`src/verilog/router_cfg.svh`:
```
`ifndef ROUTER_CFG_SVH
`define ROUTER_CFG_SVH

// Mesh coordinate and cache bank address widths
`define ROUTER_COORD_WIDTH 2
`define ROUTER_BANK_ADDR_WIDTH 4

`define ROUTER_DATA_WIDTH 16

// Storage sizes
`define ROUTER_FIFO_DEPTH 4
`define ROUTER_BANK_DEPTH 16

`endif

```
`src/verilog/routerPkg.sv`:
```
`default_nettype none
`include "router_cfg.svh"

package routerPkg;

	typedef struct packed {
		logic [`ROUTER_COORD_WIDTH-1:0] x;
		logic [`ROUTER_COORD_WIDTH-1:0] y;
	} nodeAddrT;

	typedef struct packed {
		nodeAddrT node;
		logic [`ROUTER_BANK_ADDR_WIDTH-1:0] bank;
	} destAddrT;

	typedef struct packed {
		destAddrT dest;
		nodeAddrT requester;
		logic read;
		logic write;
		logic [`ROUTER_DATA_WIDTH-1:0] data;
	} packetT;

	typedef enum logic [2:0] {
		North,
		South,
		East,
		West,
		Local
	} directionT;

	typedef struct packed {
		packetT packet;
		directionT direction;
	} routedPacketT;

	// Dimension order, X first then Y
	function automatic directionT routeDirection(input nodeAddrT dest, input nodeAddrT here);
		if (dest.x > here.x) begin
			return East;
		end else if (dest.x < here.x) begin
			return West;
		end else if (dest.y > here.y) begin
			return North;
		end else if (dest.y < here.y) begin
			return South;
		end
		return Local;
	endfunction

endpackage

`default_nettype wire

```
`src/verilog/portHandler.sv`:
```
`default_nettype none

module portHandler (
	input logic clk,
	input logic reset,
	input routerPkg::nodeAddrT localAddr,

	// Four-phase input link
	input logic inReq,
	output logic inAck,
	input routerPkg::packetT inPacket,

	// FIFO write side
	output logic push,
	output routerPkg::routedPacketT pushData,
	input logic full
);

	import routerPkg::*;

	logic accept;

	// New request, previous one fully released, room in the FIFO
	assign accept = inReq && !inAck && !full;

	// The FIFO captures the packet on the same edge that raises inAck
	assign push = accept;
	assign pushData.packet = inPacket;
	assign pushData.direction = routeDirection(inPacket.dest.node, localAddr);

	always_ff @(posedge clk) begin
		if (reset) begin
			inAck <= 1'b0;
		end else if (accept) begin
			inAck <= 1'b1;
		end else if (!inReq) begin
			// Return to zero once the sender drops req
			inAck <= 1'b0;
		end
	end

endmodule

`default_nettype wire

```
`src/verilog/packetFifo.sv`:
```
`default_nettype none
`include "router_cfg.svh"

module packetFifo (
	input logic clk,
	input logic reset,

	input logic push,
	input routerPkg::routedPacketT pushData,
	output logic full,

	input logic pop,
	output routerPkg::routedPacketT popData,
	output logic empty
);

	import routerPkg::*;

	localparam int Depth = `ROUTER_FIFO_DEPTH;
	localparam int PtrWidth = $clog2(Depth);
	localparam int CountWidth = $clog2(Depth + 1);
	localparam logic [PtrWidth-1:0] LastPtr = PtrWidth'(Depth - 1);

	routedPacketT entries [Depth];
	logic [PtrWidth-1:0] wrPtr;
	logic [PtrWidth-1:0] rdPtr;
	logic [CountWidth-1:0] count;
	logic doPush;
	logic doPop;

	assign full = (count == CountWidth'(Depth));
	assign empty = (count == '0);
	assign doPush = push && !full;
	assign doPop = pop && !empty;
	assign popData = entries[rdPtr];

	always_ff @(posedge clk) begin
		if (doPush) begin
			entries[wrPtr] <= pushData;
		end
	end

	always_ff @(posedge clk) begin
		if (reset) begin
			wrPtr <= '0;
			rdPtr <= '0;
			count <= '0;
		end else begin
			if (doPush) begin
				wrPtr <= (wrPtr == LastPtr) ? '0 : wrPtr + 1'b1;
			end
			if (doPop) begin
				rdPtr <= (rdPtr == LastPtr) ? '0 : rdPtr + 1'b1;
			end
			// Simultaneous push and pop leaves count alone
			case ({doPush, doPop})
				2'b10: count <= count + 1'b1;
				2'b01: count <= count - 1'b1;
				default: count <= count;
			endcase
		end
	end

endmodule

`default_nettype wire

```
`src/verilog/cacheBank.sv`:
```
`default_nettype none
`include "router_cfg.svh"

module cacheBank (
	input logic clk,
	input logic bankWrite,
	input logic [`ROUTER_BANK_ADDR_WIDTH-1:0] bankAddr,
	input logic [`ROUTER_DATA_WIDTH-1:0] bankWriteData,
	output logic [`ROUTER_DATA_WIDTH-1:0] bankReadData
);

	logic [`ROUTER_DATA_WIDTH-1:0] words [`ROUTER_BANK_DEPTH];

	// Registered read, old data on a same-address write
	always_ff @(posedge clk) begin
		if (bankWrite) begin
			words[bankAddr] <= bankWriteData;
		end
		bankReadData <= words[bankAddr];
	end

endmodule

`default_nettype wire

```
`src/verilog/bankAccess.sv`:
```
`default_nettype none
`include "router_cfg.svh"

module bankAccess (
	input logic clk,
	input logic reset,
	input routerPkg::nodeAddrT localAddr,

	// FIFO read side
	input routerPkg::routedPacketT popData,
	input logic empty,
	output logic pop,

	// Four-phase output link
	output logic outReq,
	input logic outAck,
	output routerPkg::routedPacketT outPacket
);

	import routerPkg::*;

	localparam int AddrWidth = `ROUTER_BANK_ADDR_WIDTH;
	localparam logic [AddrWidth-1:0] LastAddr = AddrWidth'(`ROUTER_BANK_DEPTH - 1);

	typedef enum logic [2:0] {
		Clear,
		Idle,
		ReadWait,
		Send,
		Release
	} stateT;

	stateT state;
	logic [AddrWidth-1:0] clearAddr;
	logic isLocal;
	logic localWrite;
	logic localRead;
	logic bankWrite;
	logic [AddrWidth-1:0] bankAddr;
	logic [`ROUTER_DATA_WIDTH-1:0] bankWriteData;
	logic [`ROUTER_DATA_WIDTH-1:0] bankReadData;

	// Write wins when both flags are set
	assign isLocal = (popData.direction == Local);
	assign localWrite = isLocal && popData.packet.write;
	assign localRead = isLocal && popData.packet.read && !popData.packet.write;

	// Only take the head while the link is idle
	assign pop = (state == Idle) && !empty;
	assign outReq = (state == Send);

	always_comb begin
		bankWrite = pop && localWrite;
		bankAddr = popData.packet.dest.bank;
		bankWriteData = popData.packet.data;
		// Zero the bank word by word after reset
		if (state == Clear) begin
			bankWrite = 1'b1;
			bankAddr = clearAddr;
			bankWriteData = '0;
		end
	end

	always_ff @(posedge clk) begin
		if (reset) begin
			state <= Clear;
			clearAddr <= '0;
		end else begin
			case (state)
				Clear: begin
					clearAddr <= clearAddr + 1'b1;
					if (clearAddr == LastAddr) begin
						state <= Idle;
					end
				end
				Idle: begin
					if (pop && localRead) begin
						state <= ReadWait;
					end else if (pop && !localWrite) begin
						state <= Send;
					end
				end
				ReadWait: state <= Send;
				Send: begin
					if (outAck) begin
						state <= Release;
					end
				end
				Release: begin
					if (!outAck) begin
						state <= Idle;
					end
				end
				default: state <= Idle;
			endcase
		end
	end

	// Output payload, held steady from Send until Idle
	always_ff @(posedge clk) begin
		if (pop && localRead) begin
			outPacket.packet.dest.node <= popData.packet.requester;
			outPacket.packet.dest.bank <= popData.packet.dest.bank;
			outPacket.packet.requester <= localAddr;
			outPacket.packet.read <= 1'b0;
			outPacket.packet.write <= 1'b0;
			outPacket.direction <= routeDirection(popData.packet.requester, localAddr);
		end else if (pop && !localWrite) begin
			outPacket <= popData;
		end
		if (state == ReadWait) begin
			outPacket.packet.data <= bankReadData;
		end
	end

	cacheBank bank (
		.clk(clk),
		.bankWrite(bankWrite),
		.bankAddr(bankAddr),
		.bankWriteData(bankWriteData),
		.bankReadData(bankReadData)
	);

endmodule

`default_nettype wire

```
`src/verilog/routerTop.sv`:
```
`default_nettype none

module routerTop (
	input logic clk,
	input logic reset,
	input routerPkg::nodeAddrT localAddr,

	input logic inReq,
	output logic inAck,
	input routerPkg::packetT inPacket,

	output logic outReq,
	input logic outAck,
	output routerPkg::routedPacketT outPacket
);

	import routerPkg::*;

	logic push;
	logic full;
	logic pop;
	logic empty;
	routedPacketT pushData;
	routedPacketT popData;

	portHandler inPort (
		.clk(clk),
		.reset(reset),
		.localAddr(localAddr),
		.inReq(inReq),
		.inAck(inAck),
		.inPacket(inPacket),
		.push(push),
		.pushData(pushData),
		.full(full)
	);

	packetFifo fifo (
		.clk(clk),
		.reset(reset),
		.push(push),
		.pushData(pushData),
		.full(full),
		.pop(pop),
		.popData(popData),
		.empty(empty)
	);

	bankAccess access (
		.clk(clk),
		.reset(reset),
		.localAddr(localAddr),
		.popData(popData),
		.empty(empty),
		.pop(pop),
		.outReq(outReq),
		.outAck(outAck),
		.outPacket(outPacket)
	);

endmodule

`default_nettype wire

```
`config.mk`:
```
export PLATFORM = sky130hd
export DESIGN_NAME = routerTop
export DESIGN_NICKNAME = d
export VERILOG_FILES = /design/src/verilog/routerPkg.sv /design/src/verilog/portHandler.sv /design/src/verilog/packetFifo.sv /design/src/verilog/cacheBank.sv /design/src/verilog/bankAccess.sv /design/src/verilog/routerTop.sv
export VERILOG_INCLUDE_DIRS = /design/src /design/src/verilog
export SDC_FILE = /design/constraint.sdc
export NUM_CORES = 1
export LEC_CHECK = 0
export BUFFER_PORTS_ARGS = -buffer_cell sky130_fd_sc_hd__buf_2
export CAP_MARGIN = 20
export CORE_AREA = 2 2 194 196
export DETAILED_ROUTE_END_ITERATION = 12
export DIE_AREA = 0 0 196 198
export GPL_TIMING_DRIVEN = 0
export PLACE_DENSITY_LB_ADDON = 0.15
export SLEW_MARGIN = 20
export SYNTH_ARGS = -nofsm -noshare
export SYNTH_HDL_FRONTEND = slang
export SYNTH_HIERARCHICAL = 1
export SYNTH_SLANG_ARGS = --single-unit
```
`constraint.sdc`:
```
create_clock -name clk -period 11.6 [get_ports clk]
set_input_delay 1.74 -clock clk [delete_from_list [all_inputs] [get_ports clk]]
set_output_delay 1.74 -clock clk [all_outputs]
set_load 0.02 [all_outputs]
```
After elaboration in Yosys (flattened, before gate mapping)
Memory sizes are Yosys's and may differ from the RTL's. A register that Yosys moved wholly into a read port is not among the register bits.
Index checks and enable logic that the tools add are counted.

word-level totals
  register bits after elaboration = 48
  latch bits = 0
  RAM bits = 388
  bits in read-only memories = 0
  input port bits = 38
  memories = 2

memory list
  memory             words  bits a word  rd ports  clocked after Yosys merged registers in  wr ports  RTL line          RTL
  access.bank.words  16     16           1         1                                        1         cacheBank.sv:12   logic [`ROUTER_DATA_WIDTH-1:0] words [`ROUTER_BANK_DEPTH];
  fifo.entries       4      33           1         1                                        1         packetFifo.sv:24  routedPacketT entries [Depth];

cells by class
  add/sub/neg operators = 5
  $mul = 0
  divide/modulo/power cells = 0
  order comparisons = 8
  eq/ne operators = 17
  shift operators = 0
  multiplexer cells = 44
  bitwise gates (word level) = 0
  reductions and logical operators = 23

operator list
  cell                                                                      number
  16-bit two-way mux                                                        3
  3-bit two-way mux                                                         16
  33-bit two-way mux                                                        1
  1-bit two-way mux                                                         16
  3-bit case mux with 5 select lines                                        1
  14-bit two-way mux                                                        1
  1-bit logical AND                                                         11
  3-bit == test (second input constant)                                     3
  2-bit greater-than comparator                                             4
  2-bit less-than comparator                                                4
  2-bit two-way mux                                                         4
  2-bit == test (second input constant)                                     3
  3-bit by 2-bit == test with 1-bit output (second input constant)          2
  3-bit logical NOT                                                         2
  2-bit inequality test (second input constant)                             3
  3-bit case mux with 2 select lines                                        1
  2-bit nonzero test                                                        3
  1-bit logical NOT                                                         5
  2-bit by 1-bit adder with 2-bit output (second input constant)            2
  4-bit by 1-bit adder with 4-bit output (second input constant)            1
  4-bit == test (second input constant)                                     1
  4-bit two-way mux                                                         1
  2-bit by 1-bit inequality test with 1-bit output (second input constant)  2
  4-bit AND reduction                                                       1
  6 further kinds                                                           6

Depth between registers and ports, before layout
  depth in word-level cells = 8
  mapped depth = 12
  gate-level depth less buffers = 12

Hierarchy
The synthesis kept the hierarchy.

by module, submodules not included
  module       times used  cells each  area an instance (um2)  sequential area each (um2)
  cacheBank    1           434         10,090.9                8,007.7
  packetFifo   1           227         5,252.5                 4,144.0
  bankAccess   1           178         2,055.7                 1,111.1
  portHandler  1           52          412.9                   20.0

Worst setup path after synthesis
No wires, ideal clock.

  path type = register to register
  from = register with a tool-made name
  to = memory access/bank/words[0][0] (netlist name), enable pin
  library setup time = 0.409 ns
  arrival time = 3.461 ns
  required time = 11.191 ns
  setup slack = 7.730 ns
  cell stages (with the launch flop) = 9
  period minus slack after synthesis = 3.870 ns
  path through = dfxtp_1 buf_2 buf_4 mux4_2 nor3b_4 and2_1 a21o_1 or3b_2 nor3_1

RTL lines
  what           RTL line
  end, declared  cacheBank.sv:12

==> impl_metrics.env <==
export IMPL_run_status="finished clean"
export IMPL_synth_sequential_area_ratio_pct=74.6
export IMPL_dieArea_mm2=0.0388
export IMPL_synth_fa_ha_area_share_pct=1.17
export IMPL_slew_headroom_pct=27.7
export IMPL_post_synth_simple_gate_area_pct=4.31
export IMPL_synthArstFlopShare_pct=0
export IMPL_required_time_reported_for_the_critical_path_endpoint_ns=11.85
export IMPL_cts_hold_buf=0
export IMPL_worst_hold_path_type="flip-flop to flip-flop"
export IMPL_netlist_top_cell_by_area="sky130_fd_sc_hd__edfxtp_1"
export IMPL_mappedNetlistArea_mm2=0.0178
export IMPL_drive_gt1_share_pct=29.8
export IMPL_drt_pre_antenna_iters=4
export IMPL_path_clk_slew_ns=0.06
export IMPL_detailedPlace_worstSlack_ns=7.63
export IMPL_r2r_end="access/bank/words[8][10]$_DFFE_PP_"
export IMPL_postSynthCellCount=891
export IMPL_synth_edff_count=419
export IMPL_maximum_number_of_pins_on_one_net_before_global_route_repair=34
export IMPL_cts_htree_levels=2
export IMPL_tritoncts="built"
export IMPL_holdCritStartpoint="fifo/rdPtr[0]$_SDFFE_PP0N_"
export IMPL_nets=1056
export IMPL_netlist_cell_type_count=54
export IMPL_clock_insertion_delay_at_the_later_pin_of_the_skew_report_ns=0.55
export IMPL_final_setup_viol_count=0
export IMPL_cts_root_buffer_cell="sky130_fd_sc_hd__clkbuf_16"
export IMPL_number_of_antenna_violations_at_the_first_check_in_global_routing=0
export IMPL_post_cts_setup_buffer_count=0
export IMPL_mappedNetlistNets=945
export IMPL_fill_cells=2843
export IMPL_hold_path_cell_count=2
export IMPL_drcViolationCount=0
export IMPL_worstPathArrival_ns=4.16
export IMPL_globalRouteOverflowTotal=0
export IMPL_postSynthRegisterBits=454
export IMPL_floorplan_initialDensity_pct=48.2
export IMPL_criticalPathCategory="flip-flop to flip-flop"
export IMPL_setup_ws_ns=7.69
export IMPL_worst_clock_skew_ns=0.0183
export IMPL_cts_resized=0
export IMPL_placement_io_buffers=46
export IMPL_critical_path_max_fanout=10
export IMPL_synth_compound_area_share_pct=3.41
export IMPL_min_delay_worst_endpoint="fifo/rdPtr[0]$_SDFFE_PP0N_"
export IMPL_dr_total_vias=8627
export IMPL_synth_mux_area_fraction_pct=13.0
export IMPL_maximum_buffer_depth_of_the_clock_tree=3
export IMPL_detail_route_wl_per_cell_um=24.8
export IMPL_fp_dieH_um=198
export IMPL_count_of_clock_tree_sinks=454
export IMPL_synth_xor_xnor_area_share_pct=0.246
export IMPL_fin_hold_ws_ns=0.499
export IMPL_first_global_vias=8645
export IMPL_gp_congestion=0.761
export IMPL_route_final_wire_length_mm=37.5
export IMPL_dpl_hpwl_mm=24.1
export IMPL_detail_route_antenna_nets=0
export IMPL_synthFlopType="sky130_fd_sc_hd__edfxtp_1"
export IMPL_rsz0062_at_grt="no"
export IMPL_num_rows=71
export IMPL_r2r_slack_ns=7.69
export IMPL_syn_avg_cell_area_um2=20.0
export IMPL_num_io_pins=73
export IMPL_chipWidth_um=196
export IMPL_fin_crit_sh_pct=33.7
export IMPL_power_leakage_nw=6.92
export IMPL_grtUsageTotal_pct=19.8
export IMPL_areaGrowthSynthToFinish_pct=14.4
export IMPL_synth_top_area_share_pct=70.6
export IMPL_insertedDiodeCount=0
export IMPL_setup_tns_final_ns=0
export IMPL_slew_violations=0
export IMPL_numCtsBuffers=46
export IMPL_worst_r2r_path_depth=10
export IMPL_1st_iter_drt_viols=676
export IMPL_critPathLaunchType="flip-flop"
export IMPL_via_per_inst=5.70
export IMPL_placeableCoreArea_mm2=0.0370
export IMPL_grt_pass1_wl_mm=55.5
export IMPL_period_needed_ns=3.91
export IMPL_power_density_mw_per_mm2=169
export IMPL_yosys_warnings=6
export IMPL_irDropWorstVdd_mv=0.0912
export IMPL_timing_final_hold_violations=0
export IMPL_largest_family_of_logic_cells_by_synthesized_area="multiplexers"
export IMPL_clock_fmax_mhz=256
export IMPL_worst_pin_slew_ns=1.08
export IMPL_end_kind="flip-flop"
export IMPL_drv_cap=0
export IMPL_ys_top_cells_by_area="sky130_fd_sc_hd__edfxtp_1 (71%), sky130_fd_sc_hd__mux4_2 (11%), sky130_fd_sc_hd__dfxtp_1 (3.9%)"
==> power breakdown <==
part | total, mW | switching (mW) | internal (mW)
Combinational | 0.209 | 0.118 | 0.0908
Clock | 1.40 | 0.589 | 0.808
Sequential | 1.84 | 0.0139 | 1.83
==> worst max-delay path, stage by stage (launching register included) <==
cell	delay (ns)
sky130_fd_sc_hd__dfxtp_1	0.30
sky130_fd_sc_hd__buf_2	0.21
sky130_fd_sc_hd__buf_4	0.28
sky130_fd_sc_hd__mux4_2	0.60
sky130_fd_sc_hd__nor3b_4	0.33
sky130_fd_sc_hd__and2_1	0.24
sky130_fd_sc_hd__a21o_1	0.21
sky130_fd_sc_hd__nand3b_1	0.33
sky130_fd_sc_hd__nor3_2	0.71
sky130_fd_sc_hd__buf_6	0.24
sky130_fd_sc_hd__buf_6	0.16
==> cell type report <==
cell class	count	area, um2	area share (%)
multi-input combinational	342	4030	19.8
clock buffer	70	1320	6.49
sequential	454	13300	65.2
tap	474	593	2.91
clock inverter	15	104	0.510
buffer	73	507	2.49
inverter	22	82.6	0.405
timing repair buffer	63	445	2.19
==> state kept, by name, indices dropped and copies added, names as in the netlist, named ones only <==
name	count
access/bank/words	256
fifo/entries	132
access/outPacket	33
access/bank/bankReadData	16
access/clearAddr	4
access/state	3
fifo/count	3
fifo/rdPtr	2
fifo/wrPtr	2
inPort/inAck	1
==> cell families (layout without fill, tap and decap cells) <==
family,after synthesis,count (layout)
AOI/OAI and AO/OA,80,80
xor gates and xnor gates,5,5
adders and majority gates,16,16
buffers and inverters,95,243
DFF,454,454
muxes,104,104
and+or+nand+nor,137,137
==> routing by layer <==
| layer | track usage [%] | part of all wire, % | vias to the layer above |
|---|---|---|---|
| met1 | 28.1 | 44 | 4490 |
| met2 | 31.1 | 47 | 254 |
| met5 | 0 | 0 | - |
| met4 | 7.38 | 3.2 | 0 |
| li1 | - | - | 3807 |
| met3 | 3.41 | 5.1 | 76 |
==> worst max-delay path by stage <==
stage / start / to / slack (ns) / cells after the start
5_1_grt: flip-flop / access/bank/words[8][10]$_DFFE_PP_ / 7.45 / 10
3_3_place_gp: flip-flop / access/bank/words[8][1]$_DFFE_PP_ / 6.15 / 8
4_1_cts: flip-flop / access/bank/words[8][15]$_DFFE_PP_ / 7.60 / 10
6_report: flip-flop / access/bank/words[8][10]$_DFFE_PP_ / 7.69 / 10
2_1_floorplan: flip-flop / access/bank/words[0][0]$_DFFE_PP_ / 7.73 / 8
3_5_place_dp: flip-flop / access/bank/words[8][11]$_DFFE_PP_ / 7.63 / 10
==> synth_stat cells, types with 5 or more instances <==
cell type / count
sky130_fd_sc_hd__nand3_1: 12
sky130_fd_sc_hd__dfxtp_1: 35
sky130_fd_sc_hd__nor2_1: 26
sky130_fd_sc_hd__inv_1: 22
sky130_fd_sc_hd__a21oi_1: 17
sky130_fd_sc_hd__nor2b_1: 23
sky130_fd_sc_hd__buf_2: 9
sky130_fd_sc_hd__mux4_1: 13
sky130_fd_sc_hd__ha_1: 15
sky130_fd_sc_hd__clkbuf_1: 18
sky130_fd_sc_hd__mux4_2: 84
sky130_fd_sc_hd__a22oi_1: 32
sky130_fd_sc_hd__a22o_1: 16
sky130_fd_sc_hd__nor3_1: 8
sky130_fd_sc_hd__and3_1: 5
sky130_fd_sc_hd__buf_4: 38
sky130_fd_sc_hd__edfxtp_1: 419
sky130_fd_sc_hd__nand2_1: 33
==> layout by cell type (no fill, tap or decap), types with 3 or more instances in the layout <==
| cell type | n |
|---|---|
| sky130_fd_sc_hd__clkbuf_16 | 47 |
| sky130_fd_sc_hd__nor3b_1 | 3 |
| sky130_fd_sc_hd__nor3_1 | 4 |
| sky130_fd_sc_hd__nor2b_2 | 7 |
| sky130_fd_sc_hd__and3_2 | 4 |
| sky130_fd_sc_hd__a22o_1 | 16 |
| sky130_fd_sc_hd__buf_12 | 4 |
| sky130_fd_sc_hd__buf_4 | 41 |
| sky130_fd_sc_hd__a22oi_1 | 32 |
| sky130_fd_sc_hd__nor2_4 | 5 |
| sky130_fd_sc_hd__mux2_2 | 4 |
| sky130_fd_sc_hd__nor2_2 | 9 |
| sky130_fd_sc_hd__nor3_2 | 4 |
| sky130_fd_sc_hd__a21oi_1 | 17 |
| sky130_fd_sc_hd__nand3b_1 | 3 |
| sky130_fd_sc_hd__clkbuf_1 | 35 |
| sky130_fd_sc_hd__clkinv_1 | 5 |
| sky130_fd_sc_hd__nand3_1 | 12 |
| sky130_fd_sc_hd__nand2b_1 | 3 |
| sky130_fd_sc_hd__nor3b_4 | 3 |
| sky130_fd_sc_hd__nor2b_1 | 16 |
| sky130_fd_sc_hd__o32ai_1 | 3 |
| sky130_fd_sc_hd__edfxtp_1 | 419 |
| sky130_fd_sc_hd__buf_6 | 10 |
| sky130_fd_sc_hd__clkbuf_8 | 6 |
| sky130_fd_sc_hd__nand2_1 | 33 |
| sky130_fd_sc_hd__mux4_1 | 13 |
| sky130_fd_sc_hd__ha_1 | 15 |
| sky130_fd_sc_hd__xor2_1 | 4 |
| sky130_fd_sc_hd__buf_8 | 7 |
| sky130_fd_sc_hd__mux4_2 | 84 |
| sky130_fd_sc_hd__a21o_1 | 4 |
| sky130_fd_sc_hd__nor2_1 | 14 |
| sky130_fd_sc_hd__buf_2 | 55 |
| sky130_fd_sc_hd__clkinv_2 | 6 |
| sky130_fd_sc_hd__inv_1 | 22 |
| sky130_fd_sc_hd__dfxtp_1 | 35 |
| sky130_fd_sc_hd__and3_1 | 4 |
==> per-stage QoR <==
| stage | cell area (um2) | instances | utilization (%) | power [mW] |
|---|---|---|---|---|
| 6_report | 20400 | 1513 | 55.1 | 3.45 |
| 5_1_grt | 20400 | 1513 | 55.1 | 3.56 |
| 4_1_cts | 20300 | 1512 | 55.1 | 3.47 |
| 3_5_place_dp | 18900 | 1427 | 51.2 | 2.09 |
| 3_3_place_gp | 18600 | 1411 | 50.4 | 2.08 |
| 2_1_floorplan | 17800 | 891 | - | 2.01 |
Note: power is estimated with default switching activity, not from simulation.
